[src/lsu_pkg.sv]
`default_nettype none

package lsu_pkg;

    // Data and address widths seen by the memory side
    typedef logic [31:0] word_t;
    typedef logic [31:0] addr_t;

    // Byte lane inside a word, taken from the low address bits
    typedef logic [1:0] lane_t;

    // Wishbone byte selects, one bit per lane
    typedef logic [3:0] sel_t;

    // Access size of a load or a store
    typedef logic size_t;

    localparam size_t SIZE_BYTE = 1'b0;
    localparam size_t SIZE_WORD = 1'b1;

    // Select patterns for a full word and for lane 0
    localparam sel_t SEL_WORD  = 4'b1111;
    localparam sel_t SEL_BYTE0 = 4'b0001;

endpackage

`default_nettype wire

[src/rob_pkg.sv]
`default_nettype none

package rob_pkg;

    // Index of a reorder buffer entry
    typedef logic [3:0] rob_id_t;

    // Reserved id held by free store buffer slots
    localparam rob_id_t ROB_INVALID = '1;

endpackage

`default_nettype wire

[src/data_memory.sv]
`timescale 1ns/10ps
`default_nettype none

module data_memory
    import lsu_pkg::*;
#(
    parameter int MEM_WORDS = 64
) (
    input  wire logic  clk,
    input  wire logic  rst,
    input  wire logic  cyc,
    input  wire logic  stb,
    input  wire logic  we,
    input  wire addr_t adr,
    input  wire word_t dat_w,
    input  wire sel_t  sel,
    output word_t      dat_r,
    output logic       ack
);

    localparam int IDX_W = $clog2(MEM_WORDS);

    word_t            mem [MEM_WORDS];
    logic [IDX_W-1:0] word_idx;
    logic             req;

    // Byte offset is dropped, the rest picks the word
    assign word_idx = adr[IDX_W+1:2];

    // One ack per request, the master drops stb after it
    assign req = cyc && stb && !ack;

    always_ff @(posedge clk) begin
        if (rst) begin
            ack <= 1'b0;
            for (int i = 0; i < MEM_WORDS; i++) begin
                mem[i] <= '0;
            end
        end else begin
            ack <= req;
            if (req && we) begin
                for (int b = 0; b < 4; b++) begin
                    if (sel[b]) begin
                        mem[word_idx][8*b +: 8] <= dat_w[8*b +: 8];
                    end
                end
            end
        end
    end

    // Read data lines up with ack
    always_ff @(posedge clk) begin
        if (req) begin
            dat_r <= mem[word_idx];
        end
    end

endmodule

`default_nettype wire

[src/load_unit.sv]
`timescale 1ns/10ps
`default_nettype none

module load_unit
    import lsu_pkg::*;
(
    input  wire logic  clk,
    input  wire logic  rst,
    input  wire logic  load_valid,
    input  wire addr_t load_addr,
    input  wire size_t load_size,
    output logic       load_ready,
    output logic       load_done,
    output word_t      load_data,
    output addr_t      fwd_addr,
    output size_t      fwd_size,
    input  wire logic  fwd_needed,
    input  wire logic  fwd_possible,
    input  wire word_t fwd_value,
    output logic       ld_cyc,
    output logic       ld_stb,
    output logic       ld_we,
    output addr_t      ld_adr,
    output sel_t       ld_sel,
    input  wire logic  ld_ack,
    input  wire word_t ld_dat_r
);

    typedef enum logic [1:0] {
        ST_IDLE,
        ST_CHECK,
        ST_WAIT_DRAIN,
        ST_BUS_READ
    } state_t;

    state_t state;
    addr_t  req_addr;
    size_t  req_size;
    lane_t  req_lane;
    word_t  read_value;

    assign req_lane   = req_addr[1:0];
    assign load_ready = (state == ST_IDLE);

    // Lookup always works on the accepted load
    assign fwd_addr = req_addr;
    assign fwd_size = req_size;

    // Word-aligned read, byte lanes picked afterwards
    assign ld_cyc = (state == ST_BUS_READ);
    assign ld_stb = (state == ST_BUS_READ);
    assign ld_we  = 1'b0;
    assign ld_adr = {req_addr[31:2], 2'b00};
    assign ld_sel = (req_size == SIZE_WORD) ? SEL_WORD : sel_t'(SEL_BYTE0 << req_lane);

    always_comb begin
        if (req_size == SIZE_WORD) begin
            read_value = ld_dat_r;
        end else begin
            read_value = word_t'(8'(ld_dat_r >> {req_lane, 3'b000}));
        end
    end

    assign load_done = (state == ST_CHECK && fwd_needed && fwd_possible) ||
                       (state == ST_BUS_READ && ld_ack);
    assign load_data = (state == ST_CHECK) ? fwd_value : read_value;

    always_ff @(posedge clk) begin
        if (rst) begin
            state <= ST_IDLE;
        end else begin
            case (state)
                ST_IDLE: begin
                    if (load_valid) begin
                        state <= ST_CHECK;
                    end
                end
                ST_CHECK: begin
                    if (!fwd_needed) begin
                        state <= ST_BUS_READ;
                    end else if (fwd_possible) begin
                        state <= ST_IDLE;
                    end else begin
                        state <= ST_WAIT_DRAIN;
                    end
                end
                // Blocking store has to reach memory first
                ST_WAIT_DRAIN: begin
                    if (!fwd_needed) begin
                        state <= ST_BUS_READ;
                    end
                end
                ST_BUS_READ: begin
                    if (ld_ack) begin
                        state <= ST_IDLE;
                    end
                end
                default: state <= ST_IDLE;
            endcase
        end
    end

    always_ff @(posedge clk) begin
        if (load_valid && load_ready) begin
            req_addr <= load_addr;
            req_size <= load_size;
        end
    end

endmodule

`default_nettype wire

[src/lsu_top.sv]
`timescale 1ns/10ps
`default_nettype none

module lsu_top
    import lsu_pkg::*;
    import rob_pkg::*;
#(
    parameter int SB_ENTRIES = 4,
    parameter int MEM_WORDS  = 64
) (
    input  wire logic    clk,
    input  wire logic    rst,
    input  wire logic    store_valid,
    input  wire addr_t   store_addr,
    input  wire word_t   store_value,
    input  wire size_t   store_size,
    input  wire rob_id_t store_rob_id,
    input  wire logic    tlb_exception,
    input  wire logic    store_permission,
    input  wire rob_id_t permission_rob_id,
    output logic         full,
    input  wire logic    load_valid,
    input  wire addr_t   load_addr,
    input  wire size_t   load_size,
    output logic         load_ready,
    output logic         load_done,
    output word_t        load_data
);

    // Forwarding lookup
    addr_t fwd_addr;
    size_t fwd_size;
    logic  fwd_needed;
    logic  fwd_possible;
    word_t fwd_value;

    // Store drain master
    logic  sb_cyc;
    logic  sb_stb;
    logic  sb_we;
    addr_t sb_adr;
    word_t sb_dat_w;
    sel_t  sb_sel;
    logic  sb_ack;

    // Load master
    logic  ld_cyc;
    logic  ld_stb;
    logic  ld_we;
    addr_t ld_adr;
    sel_t  ld_sel;
    logic  ld_ack;
    word_t ld_dat_r;

    // Shared memory port
    logic  mem_cyc;
    logic  mem_stb;
    logic  mem_we;
    addr_t mem_adr;
    word_t mem_dat_w;
    sel_t  mem_sel;
    logic  mem_ack;
    word_t mem_dat_r;

    store_buffer #(
        .SB_ENTRIES (SB_ENTRIES)
    ) i_store_buffer (
        .clk               (clk),
        .rst               (rst),
        .store_valid       (store_valid),
        .store_addr        (store_addr),
        .store_value       (store_value),
        .store_size        (store_size),
        .store_rob_id      (store_rob_id),
        .tlb_exception     (tlb_exception),
        .store_permission  (store_permission),
        .permission_rob_id (permission_rob_id),
        .full              (full),
        .fwd_addr          (fwd_addr),
        .fwd_size          (fwd_size),
        .fwd_needed        (fwd_needed),
        .fwd_possible      (fwd_possible),
        .fwd_value         (fwd_value),
        .sb_cyc            (sb_cyc),
        .sb_stb            (sb_stb),
        .sb_we             (sb_we),
        .sb_adr            (sb_adr),
        .sb_dat_w          (sb_dat_w),
        .sb_sel            (sb_sel),
        .sb_ack            (sb_ack)
    );

    load_unit i_load_unit (
        .clk          (clk),
        .rst          (rst),
        .load_valid   (load_valid),
        .load_addr    (load_addr),
        .load_size    (load_size),
        .load_ready   (load_ready),
        .load_done    (load_done),
        .load_data    (load_data),
        .fwd_addr     (fwd_addr),
        .fwd_size     (fwd_size),
        .fwd_needed   (fwd_needed),
        .fwd_possible (fwd_possible),
        .fwd_value    (fwd_value),
        .ld_cyc       (ld_cyc),
        .ld_stb       (ld_stb),
        .ld_we        (ld_we),
        .ld_adr       (ld_adr),
        .ld_sel       (ld_sel),
        .ld_ack       (ld_ack),
        .ld_dat_r     (ld_dat_r)
    );

    wb_arbiter i_wb_arbiter (
        .clk       (clk),
        .rst       (rst),
        .sb_cyc    (sb_cyc),
        .sb_stb    (sb_stb),
        .sb_we     (sb_we),
        .sb_adr    (sb_adr),
        .sb_dat_w  (sb_dat_w),
        .sb_sel    (sb_sel),
        .sb_ack    (sb_ack),
        .ld_cyc    (ld_cyc),
        .ld_stb    (ld_stb),
        .ld_we     (ld_we),
        .ld_adr    (ld_adr),
        .ld_sel    (ld_sel),
        .ld_ack    (ld_ack),
        .ld_dat_r  (ld_dat_r),
        .mem_cyc   (mem_cyc),
        .mem_stb   (mem_stb),
        .mem_we    (mem_we),
        .mem_adr   (mem_adr),
        .mem_dat_w (mem_dat_w),
        .mem_sel   (mem_sel),
        .mem_ack   (mem_ack),
        .mem_dat_r (mem_dat_r)
    );

    data_memory #(
        .MEM_WORDS (MEM_WORDS)
    ) i_data_memory (
        .clk   (clk),
        .rst   (rst),
        .cyc   (mem_cyc),
        .stb   (mem_stb),
        .we    (mem_we),
        .adr   (mem_adr),
        .dat_w (mem_dat_w),
        .sel   (mem_sel),
        .dat_r (mem_dat_r),
        .ack   (mem_ack)
    );

endmodule

`default_nettype wire

[src/store_buffer.sv]
`timescale 1ns/10ps
`default_nettype none

module store_buffer
    import lsu_pkg::*;
    import rob_pkg::*;
#(
    parameter int SB_ENTRIES = 4
) (
    input  wire logic    clk,
    input  wire logic    rst,
    input  wire logic    store_valid,
    input  wire addr_t   store_addr,
    input  wire word_t   store_value,
    input  wire size_t   store_size,
    input  wire rob_id_t store_rob_id,
    input  wire logic    tlb_exception,
    input  wire logic    store_permission,
    input  wire rob_id_t permission_rob_id,
    output logic         full,
    input  wire addr_t   fwd_addr,
    input  wire size_t   fwd_size,
    output logic         fwd_needed,
    output logic         fwd_possible,
    output word_t        fwd_value,
    output logic         sb_cyc,
    output logic         sb_stb,
    output logic         sb_we,
    output addr_t        sb_adr,
    output word_t        sb_dat_w,
    output sel_t         sb_sel,
    input  wire logic    sb_ack
);

    localparam int PTR_W = $clog2(SB_ENTRIES);

    addr_t   entry_addr   [SB_ENTRIES];
    word_t   entry_value  [SB_ENTRIES];
    size_t   entry_size   [SB_ENTRIES];
    rob_id_t entry_rob_id [SB_ENTRIES];
    logic    entry_ready  [SB_ENTRIES];

    logic [PTR_W-1:0] head;
    logic [PTR_W-1:0] tail;
    logic [PTR_W:0]   count;
    logic [PTR_W:0]   count_next;

    logic  drain_active;
    logic  push;
    logic  pop;
    lane_t head_lane;

    // A store is only kept if it has no TLB exception and there is room
    assign push = store_valid && !full && !tlb_exception;
    assign pop  = drain_active && sb_ack;

    always_comb begin
        count_next = count;
        if (push && !pop) begin
            count_next = count + 1'b1;
        end else if (pop && !push) begin
            count_next = count - 1'b1;
        end
    end

    // Head entry drives the Wishbone write
    assign head_lane = entry_addr[head][1:0];
    assign sb_cyc    = drain_active;
    assign sb_stb    = drain_active;
    assign sb_we     = 1'b1;
    assign sb_adr    = {entry_addr[head][31:2], 2'b00};

    always_comb begin
        if (entry_size[head] == SIZE_WORD) begin
            sb_dat_w = entry_value[head];
            sb_sel   = SEL_WORD;
        end else begin
            sb_dat_w = word_t'(entry_value[head][7:0]) << {head_lane, 3'b000};
            sb_sel   = sel_t'(SEL_BYTE0 << head_lane);
        end
    end

    always_ff @(posedge clk) begin
        if (rst) begin
            head         <= '0;
            tail         <= '0;
            count        <= '0;
            full         <= 1'b0;
            drain_active <= 1'b0;
            for (int i = 0; i < SB_ENTRIES; i++) begin
                entry_ready[i]  <= 1'b0;
                entry_rob_id[i] <= ROB_INVALID;
            end
        end else begin
            // ROB permission, matched by id across all slots
            for (int i = 0; i < SB_ENTRIES; i++) begin
                if (store_permission && entry_rob_id[i] == permission_rob_id) begin
                    entry_ready[i] <= 1'b1;
                end
            end

            if (pop) begin
                entry_ready[head]  <= 1'b0;
                entry_rob_id[head] <= ROB_INVALID;
                head               <= head + 1'b1;
            end

            if (push) begin
                entry_ready[tail]  <= 1'b0;
                entry_rob_id[tail] <= store_rob_id;
                tail               <= tail + 1'b1;
            end

            // Start a write once the head is permitted, stop at ack
            if (pop) begin
                drain_active <= 1'b0;
            end else if (!drain_active && count != '0 && entry_ready[head]) begin
                drain_active <= 1'b1;
            end

            count <= count_next;
            full  <= (count_next == (PTR_W+1)'(SB_ENTRIES));
        end
    end

    always_ff @(posedge clk) begin
        if (push) begin
            entry_addr[tail]  <= store_addr;
            entry_value[tail] <= store_value;
            entry_size[tail]  <= store_size;
        end
    end

    // Scan head to tail so the youngest match is the one left standing
    always_comb begin : fwd_lookup
        logic [PTR_W-1:0] idx;
        lane_t            diff;
        idx          = '0;
        diff         = '0;
        fwd_needed   = 1'b0;
        fwd_possible = 1'b0;
        fwd_value    = '0;
        for (int j = 0; j < SB_ENTRIES; j++) begin
            idx  = head + PTR_W'(j);
            diff = fwd_addr[1:0] - entry_addr[idx][1:0];
            if (j < int'(count) && entry_addr[idx][31:2] == fwd_addr[31:2]) begin
                if (fwd_size == SIZE_WORD) begin
                    // Any byte store inside the word blocks forwarding
                    fwd_needed   = 1'b1;
                    fwd_possible = (entry_size[idx] == SIZE_WORD);
                    fwd_value    = entry_value[idx];
                end else if (entry_size[idx] == SIZE_WORD) begin
                    fwd_needed   = 1'b1;
                    fwd_possible = 1'b1;
                    fwd_value    = word_t'(8'(entry_value[idx] >> {diff, 3'b000}));
                end else if (diff == '0) begin
                    fwd_needed   = 1'b1;
                    fwd_possible = 1'b1;
                    fwd_value    = word_t'(entry_value[idx][7:0]);
                end
            end
        end
    end

endmodule

`default_nettype wire

[src/wb_arbiter.sv]
`timescale 1ns/10ps
`default_nettype none

module wb_arbiter
    import lsu_pkg::*;
(
    input  wire logic  clk,
    input  wire logic  rst,
    input  wire logic  sb_cyc,
    input  wire logic  sb_stb,
    input  wire logic  sb_we,
    input  wire addr_t sb_adr,
    input  wire word_t sb_dat_w,
    input  wire sel_t  sb_sel,
    output logic       sb_ack,
    input  wire logic  ld_cyc,
    input  wire logic  ld_stb,
    input  wire logic  ld_we,
    input  wire addr_t ld_adr,
    input  wire sel_t  ld_sel,
    output logic       ld_ack,
    output word_t      ld_dat_r,
    output logic       mem_cyc,
    output logic       mem_stb,
    output logic       mem_we,
    output addr_t      mem_adr,
    output word_t      mem_dat_w,
    output sel_t       mem_sel,
    input  wire logic  mem_ack,
    input  wire word_t mem_dat_r
);

    typedef enum logic [1:0] {
        OWNER_IDLE,
        OWNER_LD,
        OWNER_SB
    } owner_t;

    owner_t owner;
    logic   locked_ld;
    logic   locked_sb;
    logic   grant_ld;
    logic   grant_sb;

    // The owner keeps the bus while its cyc stays high
    assign locked_ld = (owner == OWNER_LD) && ld_cyc;
    assign locked_sb = (owner == OWNER_SB) && sb_cyc;

    // Loads win when nobody holds the bus
    assign grant_ld = locked_ld || (!locked_sb && ld_cyc);
    assign grant_sb = locked_sb || (!locked_ld && !ld_cyc && sb_cyc);

    always_ff @(posedge clk) begin
        if (rst) begin
            owner <= OWNER_IDLE;
        end else if (grant_ld) begin
            owner <= OWNER_LD;
        end else if (grant_sb) begin
            owner <= OWNER_SB;
        end else begin
            owner <= OWNER_IDLE;
        end
    end

    always_comb begin
        mem_cyc   = 1'b0;
        mem_stb   = 1'b0;
        mem_we    = 1'b0;
        mem_adr   = '0;
        mem_dat_w = '0;
        mem_sel   = '0;
        if (grant_ld) begin
            mem_cyc = ld_cyc;
            mem_stb = ld_stb;
            mem_we  = ld_we;
            mem_adr = ld_adr;
            mem_sel = ld_sel;
        end else if (grant_sb) begin
            mem_cyc   = sb_cyc;
            mem_stb   = sb_stb;
            mem_we    = sb_we;
            mem_adr   = sb_adr;
            mem_dat_w = sb_dat_w;
            mem_sel   = sb_sel;
        end
    end

    assign ld_ack   = mem_ack && grant_ld;
    assign sb_ack   = mem_ack && grant_sb;
    assign ld_dat_r = mem_dat_r;

endmodule

`default_nettype wire
[config.mk]
export PLATFORM = sky130hd
export DESIGN_NAME = lsu_top
export DESIGN_NICKNAME = d
export VERILOG_FILES = /design/src/lsu_pkg.sv /design/src/rob_pkg.sv /design/src/data_memory.sv /design/src/load_unit.sv /design/src/lsu_top.sv /design/src/store_buffer.sv /design/src/wb_arbiter.sv
export SDC_FILE = /design/constraint.sdc
export NUM_CORES = 2
export LEC_CHECK = 0
export BUFFER_PORTS_ARGS = -buffer_cell sky130_fd_sc_hd__buf_2
export CORE_ASPECT_RATIO = 1.5
export CORE_MARGIN = 4
export CORE_UTILIZATION = 40
export DETAILED_ROUTE_END_ITERATION = 8
export PLACE_DENSITY_LB_ADDON = 0.12
export SYNTH_ARGS = -nofsm -noshare
export SYNTH_HDL_FRONTEND = slang
export SYNTH_SLANG_ARGS = --single-unit
[constraint.sdc]
create_clock -name clk -period 20 [get_ports clk]
set_input_delay 2 -clock clk [delete_from_list [all_inputs] [get_ports clk]]
set_output_delay 2 -clock clk [all_outputs]
set_load 0.02 [all_outputs]
==> run_results.csv <==
group,metric,value,unit
status,status,"finished clean",
sta,grt_setup_unrepaired,"no",
grt,grt_pass1_vias,73158,
synth,synth_area,0.108,mm²
cells_and_area,drive_above_1_share,10.9,%
placed_design,finalWeightedCongestion,0.928,
worst_setup_path,crit_type,"register to output pin",
synth,synthDistinctLibCells,83,
power,leakagePower,36.9,nW
floorplanning,dieArea,0.278,mm²
route,antenna_left,0,
worst_setup_path,crit_arrival,7.46,ns
route,via_per_inst,6.10,
clock_tree,htree_levels,4,
power,powerDensity,97.7,mW/mm²
route,wl_per_cell,31.8,µm
synth,yosysSeqAreaShare,66.8,%
placed_design,port_buffers,146,
cells_and_area,fin_nets,8491,
synth,synthesis.nets,8646,
worst_hold_path,hold_path_class,"register to register",
worst_hold_path,hold_depth,2,
sta,timing.hold.ws,0.544,ns
route,drtIter0Drc,8642,
floorplanning,fp.dieH,644,µm
sta,tightest_slew,1.21,ns
synth,synthArstFlopShare,0,%
route,vias,73730,
cells_and_area,multi_input_area,0.0334,mm²
sta,finalMaxSlewViolations,0,
route,drt_wl_total,385,mm
sta,clock.fmax,0.106,GHz
clock_tree,postCtsHoldBufs,0,
sta,setup_viol,0,
sta,finalCriticalPeriod,9.46,ns
clock_tree,ctsLongestPathBuffers,4,
worst_setup_path,worstPathRequired,18.00,ns
power,ir_drop,0.0740,mV
power,power.total,11.7,mW
clock_tree,cts_buffers,235,
clock_tree,worstSkewPairLatency,0.93,ns
worst_setup_path,startpoint_type,"register",
grt,grt-ovfl-total,0,
synth,yosys_warnings,0,
grt,antenna_found_initial,20,
cells_and_area,syn_to_final_growth,10.8,%
clock_tree,tritoncts,"done",
clock_tree,postCtsSetupRepairBufs,0,
placed_design,dp_hpwl,254,mm
grt,grtUsageTotal,26.9,%
clock_tree,clock_sinks,2409,
route,firstDrtPassIters,6,
grt,grt_max_degree,154,
sta,slew_headroom,19.0,%
sta,finClkSkew,0.0763,ns
floorplanning,die_w,432,µm
sta,fin_tns_setup,0,ns
clock_tree,cts.root.buffer_cell,"clkbuf_16",
floorplanning,pin_count,147,
worst_setup_path,r2r_cells,8,
worst_setup_path,cp_max_fo,44,
worst_setup_path,crit_path_end_kind,"output pin",
clock_tree,clk_pin_slew,0.06,ns
flow_run,drv_cap,0,
floorplanning,start_util,40.2,%
synth,synth-main-ff-cell,"edfxtp_1",
sta,finalCritPeriodShare,47.3,%
synth,synthCells,8519,
synth,syn_avg_cell_area,12.7,µm²
cells_and_area,nFillCells,24355,
synth,ys_seq_elements,2409,
cells_and_area,regArea,0.0722,mm²
grt,grt_pass1_wl,546,mm
floorplanning,core,0.268,mm²
cells_and_area,design_area,0.120,mm²
clock_tree,cts_resized,0,
sta,hold_viol_final,0,
placed_design,placed_area,0.112,mm²
floorplanning,rows,233,
route,drc,0,
synth,synth-edff-count,2389,
critical path, stage by stage, from the launching register on:
cell	delay [ns]
dfxtp_4	0.73
clkinv_1	0.61
ha_4	0.81
buf_4	0.66
mux4_2	0.61
xnor2_1	0.32
nand4_1	0.14
nor4_1	0.85
and3_1	0.81
nand2_1	0.12
a311o_1	0.34
a31oi_1	0.26
buf_2	0.24
kinds of logic (layout without fill, tap and decap cells):
group | after synthesis | in the layout | share of synthesized area, %
AND/OR/NAND/NOR | 3314 | 3314 | 13.2
adder cells (fa/ha/maj) | 15 | 15 | 0.174
AO/OA/AOI/OAI | 1619 | 1619 | 11.0
buffers and inverters | 691 | 724 | 2.59
other | 0 | 14 | 0
flip-flops | 2409 | 2409 | 66.8
XOR/XNOR | 119 | 119 | 0.972
multiplexers | 352 | 352 | 5.27
per-stage QoR:
stage          util [%]  cells  setup WS [ns]
3_5_place_dp       41.7  11652          11.53
4_1_cts            44.5  12077          10.54
5_1_grt            44.5  12080          10.21
6_report           44.6  12091          10.54
3_3_place_gp       41.7  11652          11.57
2_1_floorplan         -   8519          10.91
sequential cells by signal (all words and copies together), names as in the netlist, named ones only:
signal	flops
i_data_memory.mem	2048
i_store_buffer.entry_addr	128
i_store_buffer.entry_value	128
i_data_memory.dat_r	32
i_load_unit.fwd_addr	32
i_store_buffer.entry_rob_id	16
i_store_buffer.entry_ready	4
i_store_buffer.entry_size	4
i_store_buffer.count	3
i_store_buffer.head	2
i_store_buffer.tail	2
i_wb_arbiter.owner	2
i_data_memory.ack	1
i_load_unit.fwd_size	1
i_load_unit.state	1
i_store_buffer.full	1
i_store_buffer.sb_cyc	1
final timing paths:
path	to	slack, ns	startpoint
min reg2reg	i_store_buffer.entry_ready[3]	0.54	i_store_buffer.entry_ready[3]
min	i_store_buffer.entry_ready[3]	0.54	i_store_buffer.entry_ready[3]
max	load_data[30]	10.54	i_store_buffer.head[1]
max reg2reg	i_data_memory.mem[10][5]	13.07	register
report_power, final:
group / switching, mW / total [mW] / leakage, nW / internal [mW]
Clock: 1.98 / 4.58 / 3.76 / 2.60
Sequential: 0.121 / 5.86 / 24.4 / 5.73
Combinational: 0.934 / 1.25 / 8.73 / 0.319
Total: 3.04 / 11.7 / 36.9 / 8.65
cell usage after synthesis (20+ instances only):
cell type | count | share of area, %
buf_1 | 79 | 0.27
mux4_2 | 170 | 3.5
a31oi_1 | 102 | 0.59
buf_2 | 41 | 0.19
nand2_1 | 439 | 1.5
nor3_1 | 22 | 0.10
nand4_1 | 219 | 1.3
nand2b_1 | 264 | 1.5
nor2_1 | 2190 | 7.6
inv_1 | 23 | 0.080
a22oi_1 | 881 | 6.1
xor2_1 | 24 | 0.19
mux2_2 | 35 | 0.37
clkbuf_1 | 520 | 1.8
xnor2_1 | 94 | 0.76
edfxtp_1 | 2389 | 66
a22o_1 | 105 | 0.85
o211ai_1 | 24 | 0.17
or3_1 | 20 | 0.12
o21ai_0 | 104 | 0.48
a221oi_1 | 112 | 0.91
a211oi_1 | 21 | 0.15
dfxtp_1 | 20 | 0.37
a21oi_1 | 139 | 0.64
nand3_1 | 26 | 0.12
mux2i_1 | 147 | 1.4
final cells by class:
type                       instances  area share [%]
antenna                           14          0.0293
clock buffer                     288            5.12
clock inverter                   137            1.29
inverter                          25          0.0795
multi-input combinational       5419            28.0
sequential                      2409            60.3
tap                             3525            3.69
timing repair buffer             274            1.53
layout by cell type (no fill, tap or decap), types with 35 or more instances in the layout:
| cell type | n |
|---|---|
| a21oi_1 | 138 |
| a221oi_1 | 112 |
| a22o_1 | 105 |
| a22oi_1 | 881 |
| a31oi_1 | 102 |
| buf_2 | 145 |
| buf_4 | 118 |
| clkbuf_1 | 51 |
| clkbuf_16 | 237 |
| clkinv_1 | 46 |
| clkinv_2 | 43 |
| edfxtp_1 | 2389 |
| mux2_2 | 35 |
| mux2i_1 | 147 |
| mux4_2 | 170 |
| nand2_1 | 413 |
| nand2b_1 | 264 |
| nand4_1 | 219 |
| nor2_1 | 2164 |
| o21ai_0 | 104 |
| xnor2_1 | 93 |
per-layer routing:
| metal | part of all wire, % | vias to the layer above | GRT usage (%) |
|---|---|---|---|
| li1 | - | 31885 | - |
| met4 | 5.4 | 10 | 12.3 |
| met2 | 52 | 3098 | 48.3 |
| met3 | 6.1 | 733 | 3.21 |
| met1 | 37 | 38004 | 32.0 |
| met5 | 0.019 | - | 0 |
No activity file was read; power rests on OpenSTA's default activity.
